==> config.mk <==
export PLATFORM = sky130hd
export DESIGN_NAME = bpu_ras
export DESIGN_NICKNAME = d
export VERILOG_FILES = /design/src/logic/bpu_pkg.sv /design/src/logic/bpu_ras.sv
export SDC_FILE = /design/constraint.sdc
export NUM_CORES = 1
export LEC_CHECK = 0
export BUFFER_PORTS_ARGS = -buffer_cell sky130_fd_sc_hd__clkbuf_2
export CORE_ASPECT_RATIO = 1.4
export CORE_MARGIN = 1.5
export CORE_UTILIZATION = 61
export DETAILED_ROUTE_END_ITERATION = 16
export PLACE_DENSITY_LB_ADDON = 0.1
export SYNTH_ARGS = -nofsm -noshare
export SYNTH_HDL_FRONTEND = slang
export SYNTH_SLANG_ARGS = --single-unit
==> constraint.sdc <==
create_clock -name clk -period 3.6 [get_ports clk]
set_input_delay 0.72 -clock clk [delete_from_list [all_inputs] [get_ports clk]]
set_output_delay 0.72 -clock clk [all_outputs]
set_load 0.02 [all_outputs]
==> src/logic/bpu_pkg.sv <==
`default_nettype none

package bpu_pkg;

  // kind of control transfer
  // held per btb entry and carried with each resolve
  typedef logic [1:0] bpu_target_t;

  // not a branch, plain pc+4
  localparam bpu_target_t bpu_target_npc = 2'd0;

  // call, pushes the return address
  localparam bpu_target_t bpu_target_call = 2'd1;

  // return, target comes from the ras
  localparam bpu_target_t bpu_target_return = 2'd2;

  // direct branch or jump with a known target
  localparam bpu_target_t bpu_target_imm = 2'd3;

  // local history length per pc slot
  // also sets the counter table depth (2**hist)
  localparam int bpu_hist_w = 4;

  // saturating direction counter, msb is the taken guess
  // same width as the lphr value carried with a prediction
  localparam int bpu_cnt_w = 2;

  // table sizes used by the top as defaults
  // all must be powers of two
  localparam int default_btb_entries = 64;

  localparam int default_lht_entries = 16;

  // ras pointer wraps at this depth
  localparam int default_ras_depth = 8;

endpackage

`default_nettype wire
==> src/logic/bpu_ras.sv <==
`timescale 1ns/1ps
`default_nettype none

module bpu_ras #(
  parameter int ras_depth = bpu_pkg::default_ras_depth
) (
  input  logic                         clk,
  input  logic                         rst_n_i,
  input  logic                         push_i,
  input  logic                         pop_i,
  input  logic [31:0]                  push_addr_i,
  output logic [31:0]                  top_o,
  output logic [$clog2(ras_depth)-1:0] ptr_o,
  input  logic                         fix_i,
  input  logic [$clog2(ras_depth)-1:0] fix_ptr_i,
  input  logic                         fix_call_i,
  input  logic [31:0]                  fix_addr_i
);

  localparam int ptr_w = $clog2(ras_depth);

  logic [31:0]      stack_q [ras_depth];
  logic [ptr_w-1:0] ptr_q;
  logic [ptr_w-1:0] top_idx;
  logic [ptr_w-1:0] fix_slot;

  // pointer names the next free slot, top is one below
  // power of two depth, so plain overflow wraps it
  assign top_idx  = ptr_q - 1'b1;
  assign fix_slot = fix_ptr_i - 1'b1;
  assign top_o    = stack_q[top_idx];
  assign ptr_o    = ptr_q;

  always_ff @(posedge clk or negedge rst_n_i) begin
    if (!rst_n_i) begin
      ptr_q <= '0;
      for (int i = 0; i < ras_depth; i++) begin
        stack_q[i] <= '0;
      end
    end else if (fix_i) begin
      // repair from execute beats any fetch push or pop
      ptr_q <= fix_ptr_i;
      if (fix_call_i) begin
        stack_q[fix_slot] <= fix_addr_i;
      end
    end else if (push_i) begin
      stack_q[ptr_q] <= push_addr_i;
      ptr_q          <= ptr_q + 1'b1;
    end else if (pop_i) begin
      ptr_q <= top_idx;
    end
  end

endmodule

`default_nettype wire

* Yosys cells after proc, flatten, opt, wreduce, memory -nomap -nowiden
Cells that the tools add are included.
** Word-level totals
- Flip-flop bits (word level) :: 259
- Latch bits :: 0
- RAM bits :: 0
- ROM bits :: 0
- Output and inout bits :: 35
- Logic and storage cells :: 41
- Memories :: 0
** Operators by class
- Add/sub/neg operators :: 3
- Multiply operators :: 0
- Div/mod/pow operators :: 0
- Order comparisons :: 5
- Equal/unequal tests :: 1
- Shift-type cells :: 0
- Multiplexer cells :: 15
- Bitwise gates (word level) :: 3
- Reductions and logical operators :: 5
** Operators by type and width (count)
- $mux W256 :: 3
- $bwmux W256 :: 2
- $demux W32 S3 :: 2
- $mux W32 :: 4
- $bmux W32 S3 :: 1
- $ge A4 B4 Y1 const B :: 3
- $not A3 Y4 :: 3
- $mux W3 :: 3
- $lt A4 B1 Y1 const B :: 2
- $sub A3 B1 Y3 const B :: 2
- $add A3 B1 Y3 const B :: 1
- $reduce_bool A3 Y1 :: 1
- $logic_and A1 B1 Y1 :: 2
- $ne A2 B1 Y1 const B :: 1
- $reduce_and A2 Y1 :: 1
- $reduce_bool A2 Y1 :: 1

* Logic depth before layout (Yosys ltp)
Gate-level depths: netlist of run 1.
- Depth in word-level cells :: 9
- Depth in mapped cells :: 8

* Least setup slack after synthesis of run 1
Ideal clock, no wire load.
- Path kind :: flip-flop to output port
- Start :: register ptr_q[0] (netlist: ptr_o[0])
- End :: output top_o[0]
- Arrival time :: 2.706 ns
- Data required time :: 2.880 ns
- Slack :: 0.174 ns
- Stages on the path, launching flop included :: 9
- Path buffers :: 4
- Cell sequence :: dfrtp_1 -> buf_2 -> buf_2 -> inv_1 -> ha_1 -> clkbuf_1 -> clkbuf_1 -> mux4_2 -> mux2_2
** On the way
- Word-level cells in the longest chain between the ends :: 5
** Ends and longest elaborated chain
- from (decl) :: RTL line bpu_ras.sv:23 : logic [ptr_w-1:0] ptr_q;
- from (signal assigned) :: RTL line bpu_ras.sv:42 : ptr_q <= fix_ptr_i;
- from (signal assigned) :: RTL line bpu_ras.sv:48 : ptr_q <= ptr_q + 1'b1;
- from (signal assigned) :: RTL line bpu_ras.sv:50 : ptr_q <= top_idx;
- $sub A3 B1 Y3 :: RTL line bpu_ras.sv:29 : assign top_idx = ptr_q - 1'b1;
- $not A3 Y4 (not written as such) :: RTL line bpu_ras.sv:31 : assign top_o = stack_q[top_idx];
- $bmux W32 S3 :: RTL line bpu_ras.sv:31
- $mux W32 (not written as such) (2 in a row) :: RTL line bpu_ras.sv:31
- to (decl) :: RTL line bpu_ras.sv:12 : output logic [31:0] top_o,
No other way between the ends. The select of a mux whose other input is x is not followed.

* Worst setup path in the final report of run 1
- Start :: register ptr_q[2] (netlist: ptr_o[2])
- End :: output top_o[20]
Same word-level chain as after synthesis.

==> results of run 1 <==
## worst paths after layout
kind	startpoint	endpoint	slack [ps]	depth (start not counted)
worst min register to register	stack_q[102]	stack_q[102]	480	1
worst max register to register	ptr_o[0]	stack_q[88]	930	5
max in group asynchronous	rst_n_i	stack_q[94]	2570	2
worst min-delay path	rst_n_i	stack_q[101]	170	1
min in group clk	fix_ptr_i[0]	ptr_o[0]	460	3
worst max-delay path	ptr_o[2]	top_o[20]	120	4
## kinds of logic (layout without fill, tap and decap cells)
| family | after synthesis | in the layout |
|---|---|---|
| AO/OA/AOI/OAI | 272 | 272 |
| buffers and inverters | 204 | 220 |
| multiplexers | 352 | 352 |
| adder cells (fa/ha/maj) | 3 | 3 |
| AND/OR/NAND/NOR | 64 | 64 |
| XOR/XNOR | 3 | 3 |
| other | 0 | 2 |
| flip-flops | 259 | 259 |
## layer usage
metal  routed length, um  global-route usage  up-vias
li1                    -                   -     4660
met1               17200               0.465     5883
met2               21800               0.563      548
met3                3140              0.0494      114
met4                1470               0.137        0
met5                   0                   0        -
## worst reg2reg max path, delay by kind of cell (launching register included)
kind            cells  cell delay, ps
flops               1             420
mux                 1             400
buf+inv             2             980
simple gates        1             590
compound gates      1             150
## layout make-up
type                    instances  area, sq um
multi-input cells             694         8160
inverters                       6         22.5
well taps                     315          394
clock buffers                  44          790
repair buffers                168         1140
flip-flops and latches        259         6480
clock inverters                 2         35.0
diodes                          2         5.00
fillers                      1758         7640
## placed cells by master (no fill, tap or decap), types with 2 or more instances in the layout
| cell type | n |
|---|---|
| sky130_fd_sc_hd__or3b_2 | 2 |
| sky130_fd_sc_hd__nand2_1 | 2 |
| sky130_fd_sc_hd__diode_2 | 2 |
| sky130_fd_sc_hd__nand2b_1 | 3 |
| sky130_fd_sc_hd__clkbuf_16 | 27 |
| sky130_fd_sc_hd__and2_1 | 23 |
| sky130_fd_sc_hd__nand3_1 | 2 |
| sky130_fd_sc_hd__o21ai_0 | 2 |
| sky130_fd_sc_hd__nor4bb_4 | 3 |
| sky130_fd_sc_hd__nor4b_4 | 2 |
| sky130_fd_sc_hd__clkbuf_1 | 12 |
| sky130_fd_sc_hd__and2_0 | 10 |
| sky130_fd_sc_hd__nor2b_4 | 2 |
| sky130_fd_sc_hd__clkbuf_8 | 5 |
| sky130_fd_sc_hd__xor2_4 | 2 |
| sky130_fd_sc_hd__buf_4 | 50 |
| sky130_fd_sc_hd__ha_1 | 2 |
| sky130_fd_sc_hd__inv_1 | 6 |
| sky130_fd_sc_hd__buf_12 | 11 |
| sky130_fd_sc_hd__o32ai_4 | 6 |
| sky130_fd_sc_hd__or3_1 | 2 |
| sky130_fd_sc_hd__clkbuf_2 | 106 |
| sky130_fd_sc_hd__nor2_1 | 3 |
| sky130_fd_sc_hd__o22ai_4 | 2 |
| sky130_fd_sc_hd__dfrtp_1 | 258 |
| sky130_fd_sc_hd__mux2_2 | 267 |
| sky130_fd_sc_hd__a32o_1 | 256 |
| sky130_fd_sc_hd__mux4_2 | 64 |
| sky130_fd_sc_hd__mux2_1 | 21 |
## where the power goes
| group | switching [mW] | total [mW] | leakage (nW) | internal (mW) |
|---|---|---|---|---|
| clock | 1.13 | 2.68 | 0.401 | 1.55 |
| sequential | 0.211 | 3.50 | 3.55 | 3.29 |
| combinational | 1.13 | 2.11 | 3.55 | 0.980 |
## registers in the layout, summed over array words and instances (netlist names)
| register | cells |
|---|---|
| ptr_o | 3 |
| stack_q | 256 |
## metrics by stage
stage          hold WS (ps)  total power, mW  cell area, sq um  setup WS (ps)
2_1_floorplan           424             4.94             15300            174
3_3_place_gp            463             5.59             16200            535
3_5_place_dp            472             5.65             16200            449
4_1_cts                 212             8.32             17000            133
5_1_grt                 230             8.61             17000           60.6
6_report                172             8.29             17000            116
==> results summary, run 1 <==
The final net count is 1,231. Of the post-synthesis cell area, the dominant cell type holds 0.423. The first global-routing pass estimated 68.4 mm of wire. The transition time at the pin with the least slew margin is 1040 ps. The share of the Yosys chip area taken by registers is 0.423. The critical path goes through xor2_4, buf_12, mux2_2, clkbuf_2.

The synthesized design spends more area on one cell type than any other, namely sky130_fd_sc_hd__dfrtp_1. The leakage power of the design came out at 7.50 nW. The total buffers and inverters traversed by the critical path is 2. The count of flip-flops with a built-in enable after synthesis came out at 0.

Pin placement for this block handled 108 I/O pins. When the netlist entered floorplanning its net count stood at 1,233. The final estimated routing congestion in global placement is 0.776. The count of endpoints failing hold in the final timing report is 0. The max-slew headroom at the worst pin came out at 0.304. The placed wire-length estimate came out at 25.6 mm. The overall die area is 0.0261 sq mm. The top flip-flop cell by instance count after synthesis is sky130_fd_sc_hd__dfrtp_1. For this design the ratio of total power to cell area is 487 mW/mm^2. The post-synthesis average cell area came out at 13.3 sq um.

The total length of routed wires is 43.6 mm. The buffer cell driving the clock tree root is sky130_fd_sc_hd__clkbuf_16. The number of antenna-violating nets in the routed design came out at 0. The worst-case IR drop observed on VDD is 0.000367 V.

The placed cell count came out at 1,442. TritonCTS built the clock tree. The DRC violation count after routing is 0. The number of DRC markers in iteration 0 came out at 849. Across every metal layer, demand over resource in global routing totals 0.345.

The compound-cell area share of the yosys netlist came out at 0.180. Of the total synthesized cell area, the portion taken by XOR and XNOR cells is 0.00318. The total of hold buffers inserted after clock tree synthesis is 0. The highest fanout seen on the critical path is 18. The first-pass detailed-route iteration total is 5. By area the synthesized netlist is led by sky130_fd_sc_hd__dfrtp_1 42%, sky130_fd_sc_hd__mux2_2 20%, sky130_fd_sc_hd__a32o_1 17%.

The region available for standard cell placement spans 0.0247 sq mm. The detailed-route vias per instance came out at 7.52. Excluding fillers, the count of instances in the completed layout stands at 1,490. The number of clock sinks seen by CTS came out at 259.

The post-synthesis mux area share came out at 0.305. The core utilization of the finished layout came out at 0.690. The number of antenna violations at the first check in global routing is 2. Gates resized during post-CTS repair numbered 0. Of the total synthesized cell area, the portion taken by AND, OR, NAND and NOR gates is 0.0277.

Measured along the x axis, the die boundary spans 137 um. The critical path data arrival time is 2760 ps. In this run the core area contains 68 standard-cell rows. The path class of the tightest hold or removal check is primary input to asynchronous set/reset pin.

The required time of the worst setup path is 2880 ps. The master of the slowest instance on the critical path is sky130_fd_sc_hd__dfrtp_1. The floorplan die height came out at 191 um. In this design, the largest share of critical-path delay is due to flip-flops. In the synthesized netlist the async set-or-reset flop fraction comes to 1.00. Setup violations remaining at the end of the flow were counted as 0. The register bit count reported by yosys came out at 259.

The post-synthesis share of cell area spent on full adders, half adders and majority gates is 0.00245. The combinational family with the most area after synthesis is multiplexers. In this run the number of H-tree levels came out at 1. The worst setup path is captured at an output port. The flow ran to the end, and the final reports show no timing, DRC or antenna violations. The count of synthesis-stage warnings from yosys is 0. On the final layout, the worst clock skew is 11.6 ps. The time the final worst path needs with I/O delays and setup came out at 3480 ps. Of the available clock period, the critical path in the final layout requires 0.968. The routed length per instance came out at 29.3 um. The post-CTS repair timing setup buffer count came out at 0.

After routing, the total negative slack on setup checks comes to 0 ps. The overall via count from detail_route is 11,200. The pin count of the biggest net entering global routing came out at 81.

The layout cell share with drive strength beyond 1 came out at 0.479. The total count of max-transition violations in the final report is 0. The effective utilization at floorplan is 0.622. The total of max-cap violations is 0. The area added between synthesis and finish is 11.1%. The commonest cells after synthesis are 267 x sky130_fd_sc_hd__mux2_2, 259 x sky130_fd_sc_hd__dfrtp_1, 256 x sky130_fd_sc_hd__a32o_1, 125 x sky130_fd_sc_hd__clkbuf_1, 64 x sky130_fd_sc_hd__mux4_2.

The number of port buffers came out at 107. The delay of the slowest cell on the worst path came out at 860 ps. Counting the buffers created by CTS gives 26.

The number of global-route vias before repair came to 11,600. The maximum clock insertion buffer count came out at 3. The worst setup path is launched from a register.

Yosys instantiated no cell more often than sky130_fd_sc_hd__mux2_2. Clock-pin slew was measured on the worst setup and hold paths at 60 ps. Setup repair after global routing left no endpoint under its margin.

The synthesized instance count is 1,157. The top achievable clock speed is 287 MHz. For the worst-skew pair, the clock arrives at the later sink with an insertion delay of 530 ps. The category of the most critical setup path is register to output port.

The count of different cell masters after synthesis came out at 43. The cell area that synthesis handed to floorplanning was 0.0153 sq mm. The remaining global-route overflow is 0.
Note: power is estimated with default switching activity, not from simulation.
==> run 2, diff against run 1 <==
CORE_UTILIZATION = 50   (was 61)
SLEW_MARGIN = 0   (was unset)
==> run 2 against run 1 <==
Against the previous run: sequential share of layout area decreased by 0.50 points; critical endpoint is now top_o[10]; worst hold slack worse by 87 ps; maximum frequency about the same.
==> results summary, run 2 (synthesis gave the netlist of run 1 again) <==
Result of the run: complete, no violations (unchanged). The flip-flop count of the largest register, all copies and words added is 256 (unchanged). The post-route setup TNS is 0 ps (unchanged). The total of max-cap violations was 0 (unchanged). The part of the power in combinational logic is 0.250 (was 0.255).

The most flop-heavy register is stack_q (unchanged). Unrepaired setup endpoints after global routing: no (unchanged). The power density over the cells is 500 mW/mm^2 (was 487 mW/mm^2). The buffer cell driving the clock tree root is sky130_fd_sc_hd__clkbuf_16 (unchanged). The deepest level of the CTS H-tree came out at 1 (unchanged).

The proportion of total power due to net switching is 0.300 (was 0.298). The effective utilization at floorplan is 0.509 (was 0.622). The number of clock sinks seen by CTS came to 259 (unchanged). The switching power summed over all nets is 2.59 mW (was 2.47 mW). The proportion of power drawn by flip-flops and latches came out at 0.404 (was 0.422). The TritonCTS clock tree was yes (unchanged). The critical path capture point type is an output port (unchanged). The detailed-route vias per instance is 7.08 (was 7.52). The I/O pin count came to 108 (unchanged).

The final estimated routing congestion in global placement was 0.746 (was 0.776). The area added between synthesis and finish is 12.6% (was 11.1%). The top achievable clock speed is 287 MHz (about the same). The minimum setup slack after placement came out at 600 ps (was 449 ps). The number of antenna-violating nets in the routed design is 0 (unchanged). The total of fill cells in the finished design came out at 2,459 (was 1,758). The remaining global-route overflow came out at 0 (unchanged).

Most used cells in the layout excluding fill and tap cells: 267 x sky130_fd_sc_hd__mux2_2, 258 x sky130_fd_sc_hd__dfrtp_1, 256 x sky130_fd_sc_hd__a32o_1 (unchanged). The internal cell power was 6.05 mW (was 5.82 mW). The area of the multi-input gates is 0.00816 sq mm (about the same). The first-pass detailed-route iteration total is 5 (unchanged).

The total count of max-transition violations in the final report is 0 (unchanged). The post-CTS repair timing setup buffer count is 0 (unchanged). The clock network power share came out at 0.346 (was 0.323). The type of the tightest min-delay check is primary input to asynchronous set/reset pin (unchanged).

The floorplan die height came out at 210 um (was 191 um). The critical path data arrival time is 2760 ps (about the same). The final net count came to 1,225 (was 1,231). The required time of the worst setup path is 2880 ps (about the same). The global-route usage over all layers came to 0.298 (was 0.345). The DRC violation count after routing came out at 0 (unchanged).

The highest ir drop seen on vdd is 0.000393 V (was 0.000367 V). The transition time at the pin with the least slew margin was 851 ps (was 1040 ps). The startpoint type of the worst setup path is a register (unchanged).

The largest clock skew in the final design was 7.41 ps (was 11.6 ps). The maximum clock insertion buffer count came out at 3 (unchanged). The overall via count from detail_route is 11,000 (was 11,200). The number of global-route vias before repair is 11,500 (was 11,600). The leakage power of the design was 7.55 nW (was 7.50 nW).

The core region area is 0.0301 sq mm (was 0.0247 sq mm). The count of endpoints failing setup in the final report came out at 0 (unchanged). The clock transition at the registers of the reported paths came out at 60 ps (about the same). The total length of routed wires came out at 46.6 mm (was 43.6 mm). The horizontal die dimension is 151 um (was 137 um).

The category of the most critical setup path was register to output port (unchanged). The post-route clock period utilization is 0.968 (about the same). The overall die area is 0.0317 sq mm (was 0.0261 sq mm).

The number of buffers created by CTS is 28 (was 26). The most frequent standard cell in the layout excluding fill and tap cells is sky130_fd_sc_hd__mux2_2 (unchanged). The highest fanout seen on the critical path was 26 (was 18). The routed length per instance came to 29.9 um (was 29.3 um).

The max-slew headroom at the worst pin was 0.433 (was 0.304). The count of endpoints failing hold in the final timing report is 0 (unchanged). The worst-skew pair later-pin latency is 570 ps (was 530 ps). The total area of sequential cells came out at 0.00648 sq mm (unchanged). The number of DRC markers in iteration 0 came to 881 (was 849).

The number of antenna violations at the first check in global routing came to 1 (was 2). The placed wire-length estimate is 25.8 mm (was 25.6 mm). The number of port buffers came out at 107 (unchanged). The worst reg-to-reg path cell count is 5 (unchanged). The total of hold buffers inserted after clock tree synthesis was 0 (unchanged). The layout cell share with drive strength beyond 1 came out at 0.485 (was 0.479). The first-pass GRT wire length is 71.1 mm (was 68.4 mm). The count of cells resized by post-cts repair was 0 (unchanged). The number of cell rows came out at 75 (was 68). The slack of the critical path came out at 117 ps (was 116 ps). The time the final worst path needs with I/O delays and setup came out at 3480 ps (about the same). The pin count of the biggest net entering global routing came out at 89 (was 81).
-- run 2: cell types whose count changed in the layout (fill, tap and decap cells not counted), sizes merged --
cell | before | now
bufinv | 1 | 2
clkbuf | 150 | 147
buf | 62 | 54
clkinvlp | 0 | 1
clkinv | 1 | 7
diode | 2 | 1
-- run 2: power by group through the flow --
stage	Sequential, mW	Clock, mW	Combinational (mW)
CTS	3.48	3.04	2.16
finish	3.49	2.99	2.16
detailed placement	3.54	0	2.16
floorplan	3.47	0	1.47
global placement	3.52	0	2.14
global route	3.53	3.16	2.29
-- run 2: metrics by stage --
stage          std cells  cell area, sq um  hold WS, ps  utilization  power (mW)
6_report            1556             17300         85.2        0.573        8.64
5_1_grt             1556             17300          119        0.573        8.98
4_1_cts             1555             17300          102        0.573        8.69
3_5_place_dp        1504             16300          473        0.541        5.69
3_3_place_gp        1504             16300          463        0.541        5.66
2_1_floorplan       1157             15300          424            -        4.94
-- run 2: layout make-up --
cell class | count | area share
Multi-Input combinational cell | 694 | 0.473
Sequential cell | 259 | 0.376
Timing Repair Buffer | 160 | 0.0670
Clock buffer | 41 | 0.0493
Tap cell | 385 | 0.0279
Clock inverter | 10 | 0.00594
Inverter | 6 | 0.00130
Antenna cell | 1 | 0.000145
-- run 2: layer usage --
metal / share of wire / track usage / vias to the layer above / wire length, um
li1: - / - / 4638 / -
met1: 0.40 / 0.383 / 5877 / 18700
met2: 0.51 / 0.510 / 401 / 23700
met3: 0.054 / 0.0351 / 94 / 2530
met4: 0.035 / 0.121 / 0 / 1620
met5: 0 / 0 / - / 0
-- run 2: critical path, stage by stage, from the launching register on --
cell	delay (ps)
sky130_fd_sc_hd__dfrtp_4	430
sky130_fd_sc_hd__inv_1	70
sky130_fd_sc_hd__ha_4	620
sky130_fd_sc_hd__buf_4	300
sky130_fd_sc_hd__mux4_2	310
sky130_fd_sc_hd__mux2_2	300
sky130_fd_sc_hd__clkbuf_2	160
-- run 2: path summary, 6_finish.rpt --
kind,endpoint,slack (ps),startpoint
min reg2reg,stack_q[2],490,stack_q[2]
max,top_o[10],120,ptr_o[0]
max in group asynchronous,stack_q[208],2550,rst_n_i
min in group clk,ptr_o[1],440,fix_ptr_i[1]
max reg2reg,stack_q[220],1050,ptr_o[0]
min,stack_q[5],90,rst_n_i
==> run 3, diff against run 2 <==
ABC_AREA = 1   (was unset)
==> run 3 against run 2 <==
Against the previous run: utilization fell by 0.92 points; sequential cell count did not move; die area rose by 4.6%; critical path type unchanged; critical endpoint is now top_o[0].
==> results summary, run 3 <==
The floorplan die height is 215 um (was 210 um). The I/O pin count is 108 (unchanged). The proportion of power drawn by flip-flops and latches came out at 0.365 (was 0.404).

The fraction of synthesis flops using an asynchronous set or reset pin is 1.00 (unchanged). The effective utilization at floorplan came to 0.508 (was 0.509). The delay of the slowest cell on the worst path is 500 ps (was 620 ps).

The overall die area is 0.0332 sq mm (was 0.0317 sq mm). The flip-flop count of the largest register, all copies and words added came out at 256 (unchanged). The startpoint type of the worst setup path was a register (unchanged). The max-slew headroom at the worst pin was 0.336 (was 0.433). The deepest level of the CTS H-tree came to 1 (unchanged).

The overall via count from detail_route was 17,400 (was 11,000). The met2 layer wire length in the routed design came out at 29.6 mm (was 23.7 mm). The synthesized instance count came out at 2,511 (was 1,157). The total of fill cells in the finished design is 3,138 (was 2,459). The master of the slowest instance on the critical path is sky130_fd_sc_hd__dfrtp_1 (was sky130_fd_sc_hd__ha_4). The power density over the cells was 516 mW/mm^2 (was 500 mW/mm^2). The count of endpoints failing hold in the final timing report was 0 (unchanged). The routed wire length on met3 is 5.43 mm (was 2.53 mm). The dominant cell by count in the synthesized netlist is sky130_fd_sc_hd__nand2_1 (was sky130_fd_sc_hd__mux2_2). The source of the critical timing path was ptr_o[1] (was ptr_o[0]). The count of synthesis-stage warnings from yosys came to 0 (unchanged). The number of port buffers came out at 107 (unchanged). The internal cell power came to 5.71 mW (was 6.05 mW). The required time of the worst setup path came out at 2880 ps (about the same). The largest clock skew in the final design came out at 13.6 ps (was 7.41 ps).

The post-synthesis net count came out at 2,587 (was 1,233). The proportion of total power due to net switching came out at 0.379 (was 0.300). The clock network power share was 0.325 (was 0.346).

The switching power summed over all nets was 3.49 mW (was 2.59 mW). The routed length per instance was 21.2 um (was 29.9 um). The final estimated routing congestion in global placement came out at 0.854 (was 0.746).

The TritonCTS clock tree is yes (unchanged). The post-CTS repair timing setup buffer count was 0 (unchanged). The horizontal die dimension is 154 um (was 151 um). The count of different cell masters after synthesis came out at 22 (was 43). The count of endpoints failing setup in the final report is 0 (unchanged). The startpoint of the lowest-slack register-to-register path is ptr_o[0] (unchanged). The top flip-flop cell by instance count after synthesis is sky130_fd_sc_hd__dfrtp_1 (unchanged).

The sequential fraction of the synthesis area is 0.404 (was 0.423). The non-filler instance count after layout came out at 2,946 (was 1,556). The first-pass detailed-route iteration total is 5 (unchanged).

The type of the tightest min-delay check was primary input to asynchronous set/reset pin (unchanged). The number of antenna-violating nets in the routed design is 0 (unchanged). The number of DRC markers in iteration 0 came out at 1,849 (was 881). The register bit count reported by yosys came to 259 (unchanged). The critical path capture point type was an output port (unchanged).

The library cell with the largest summed area after synthesis is sky130_fd_sc_hd__dfrtp_1 (unchanged). Most used cells in the layout excluding fill and tap cells: 1,323 x sky130_fd_sc_hd__nand2_1, 259 x sky130_fd_sc_hd__o21ai_0, 258 x sky130_fd_sc_hd__dfrtp_1 (was 267 x sky130_fd_sc_hd__mux2_2, 258 x sky130_fd_sc_hd__dfrtp_1, 256 x sky130_fd_sc_hd__a32o_1). The number of cell rows is 77 (was 75). Unrepaired setup endpoints after global routing: yes (was no). Critical Path, Cell by Cell: inv_1, ha_2, buf_6, o21ai_0, o22ai_1, nand2_1, nand2_1, clkbuf_2 (was inv_1, ha_4, buf_4, mux4_2, mux2_2, clkbuf_2). The minimum setup slack after placement came to 604 ps (was 600 ps). The top achievable clock speed is 284 MHz (was 287 MHz).

Top cell types by occurrence after synthesis: 1,324 x sky130_fd_sc_hd__nand2_1, 259 x sky130_fd_sc_hd__dfrtp_1, 259 x sky130_fd_sc_hd__o21ai_0, 165 x sky130_fd_sc_hd__nor2_1, 132 x sky130_fd_sc_hd__nand4_1 (was 267 x sky130_fd_sc_hd__mux2_2, 259 x sky130_fd_sc_hd__dfrtp_1, 256 x sky130_fd_sc_hd__a32o_1, 125 x sky130_fd_sc_hd__clkbuf_1, 64 x sky130_fd_sc_hd__mux4_2). The most frequent standard cell in the layout excluding fill and tap cells is sky130_fd_sc_hd__nand2_1 (was sky130_fd_sc_hd__mux2_2). The core region area came to 0.0316 sq mm (was 0.0301 sq mm).

The first-pass GRT wire length came out at 96.7 mm (was 71.1 mm). The total length of routed wires came out at 62.6 mm (was 46.6 mm). The final net count came out at 2,605 (was 1,225). The category of the most critical setup path is register to output port (unchanged).

The placed cell count is 2,894 (was 1,504). Result of the run: complete, no violations (unchanged). The share of the synthesized area in the top cell type came to 0.404 (was 0.423). The flop-to-flop setup slack is 840 ps (was 1050 ps). The cell area after technology mapping came to 0.0161 sq mm (was 0.0153 sq mm).

The highest fanout seen on the critical path came to 39 (was 26). The total of max-cap violations came out at 0 (unchanged). The leakage power of the design is 9.95 nW (was 7.55 nW). The reg-to-reg critical path endpoint is stack_q[15] (was stack_q[220]). The buffer cell driving the clock tree root is sky130_fd_sc_hd__clkbuf_16 (unchanged). The critical path data arrival time came out at 2810 ps (was 2760 ps). The placed wire-length estimate is 35.3 mm (was 25.8 mm). The time the final worst path needs with I/O delays and setup is 3530 ps (was 3480 ps). The met1 wire length came out at 23.6 mm (was 18.7 mm). The part of the power in combinational logic was 0.310 (was 0.250).

The DRC violation count after routing is 0 (unchanged). The number of global-route vias before repair is 17,100 (was 11,500). The global-route usage over all layers is 0.378 (was 0.298). The highest ir drop seen on vdd came out at 0.000329 V (was 0.000393 V). The core utilization of the finished layout came out at 0.564 (was 0.573). The maximum clock insertion buffer count came out at 3 (unchanged). The most flop-heavy register is stack_q (unchanged).

The capture point of the worst path is top_o[0] (was top_o[10]). Counting stages on the worst path, the most repeated cell is sky130_fd_sc_hd__nand2_1. The total power is 9.20 mW (was 8.64 mW). The number of clock sinks seen by CTS is 259 (unchanged). The remaining global-route overflow came to 0 (unchanged). The count of flip-flops with a built-in enable after synthesis came out at 0 (unchanged). The worst-skew pair later-pin latency is 570 ps (about the same).

The clock transition at the registers of the reported paths is 60 ps (about the same). The slack of the critical path is 73.8 ps (was 117 ps). Largest cells by area after synthesis: sky130_fd_sc_hd__dfrtp_1 40%, sky130_fd_sc_hd__nand2_1 31%, sky130_fd_sc_hd__o21ai_0 8.1% (was sky130_fd_sc_hd__dfrtp_1 42%, sky130_fd_sc_hd__mux2_2 20%, sky130_fd_sc_hd__a32o_1 17%). The transition time at the pin with the least slew margin came to 995 ps (was 851 ps).

The area added between synthesis and finish came to 11.0% (was 12.6%). The number of buffers created by CTS is 28 (unchanged). The post-route clock period utilization is 0.980 (was 0.968). The total count of max-transition violations in the final report is 0 (unchanged). The number of antenna violations at the first check in global routing came to 1 (unchanged). The layout cell share with drive strength beyond 1 is 0.0945 (was 0.485).

The post-synthesis average cell area is 6.40 sq um (was 13.3 sq um). The worst reg-to-reg path cell count came to 9 (was 5). The detailed-route vias per instance is 5.90 (was 7.08). The topmost layer with routed signal wires was met4 (unchanged). The pin count of the biggest net entering global routing is 134 (was 89).
## run 3: cell types whose count changed in the layout (fill, tap and decap cells not counted), sizes merged, moves of 131 or more
cell	previous run	this run
nand2	3	1326
mux2	288	0
o21ai	2	259
a32o	256	0
nor2	4	165
nand4	1	132
## run 3: worst min-delay path by stage
stage / start / end / cells past startpoint
final: rst_n_i / stack_q[126] / 1
after global routing: rst_n_i / stack_q[126] / 1
after CTS: rst_n_i / stack_q[64] / 1
after detailed placement: stack_q[185] / stack_q[185] / 2
after global placement: stack_q[94] / stack_q[94] / 2
after floorplan: rst_n_i / ptr_o[0] / 0
## run 3: layer usage
metal / GRT usage / up-vias
met5: 0 / -
met1: 0.461 / 8154
met3: 0.0542 / 261
met2: 0.634 / 936
met4: 0.225 / 0
li1: - / 8021
## run 3: cell type report
cell class | instances | area [sq um] | share of cell area
antenna | 1 | 2.50 | 0.000140
clock buffer | 41 | 831 | 0.0466
clock inverter | 10 | 105 | 0.00590
inverter | 96 | 365 | 0.0205
multi-input combinational | 1970 | 8370 | 0.469
sequential | 259 | 6480 | 0.364
tap | 395 | 494 | 0.0277
timing repair buffer | 174 | 1170 | 0.0657
## run 3: what timing repair did
item	CTS	global route
hold buffers	0	0
gates resized for setup	0	4
setup endpoints to repair	0	29
## run 3: worst max-delay path, delay by kind of cell (launching register included)
| kind | cells | cell delay, ps |
|---|---|---|
| AO/OA/AOI/OAI | 2 | 340 |
| adder cells (fa/ha/maj) | 1 | 410 |
| buffers and inverters | 3 | 700 |
| flip-flops | 1 | 500 |
| AND/OR/NAND/NOR | 2 | 270 |
## run 3: through the flow
step	hold WS, ps	TNS (ps)	cell area, sq um
floorplan	424	0	16100
global placement	456	0	16900
detailed placement	460	0	16900
CTS	226	0	17800
global route	266	-17.7	17800
finish	166	0	17800
## run 3: power groups by stage
| stage | clock, mW | combinational [mW] | sequential [mW] |
|---|---|---|---|
| finish | 2.99 | 2.85 | 3.36 |
| CTS | 3.01 | 2.79 | 3.35 |
| global placement | 0 | 2.76 | 3.39 |
| detailed placement | 0 | 2.79 | 3.40 |
| global route | 3.12 | 3.05 | 3.39 |
| floorplan | 0 | 1.72 | 3.36 |
## run 3: kinds of logic after synthesis
family	after synthesis	synth area share
xor+xnor	2	0.00156
flops	259	0.404
simple gates	1634	0.404
buf+inv	282	0.0792
compound gates	331	0.110
fa+ha+maj	3	0.00234
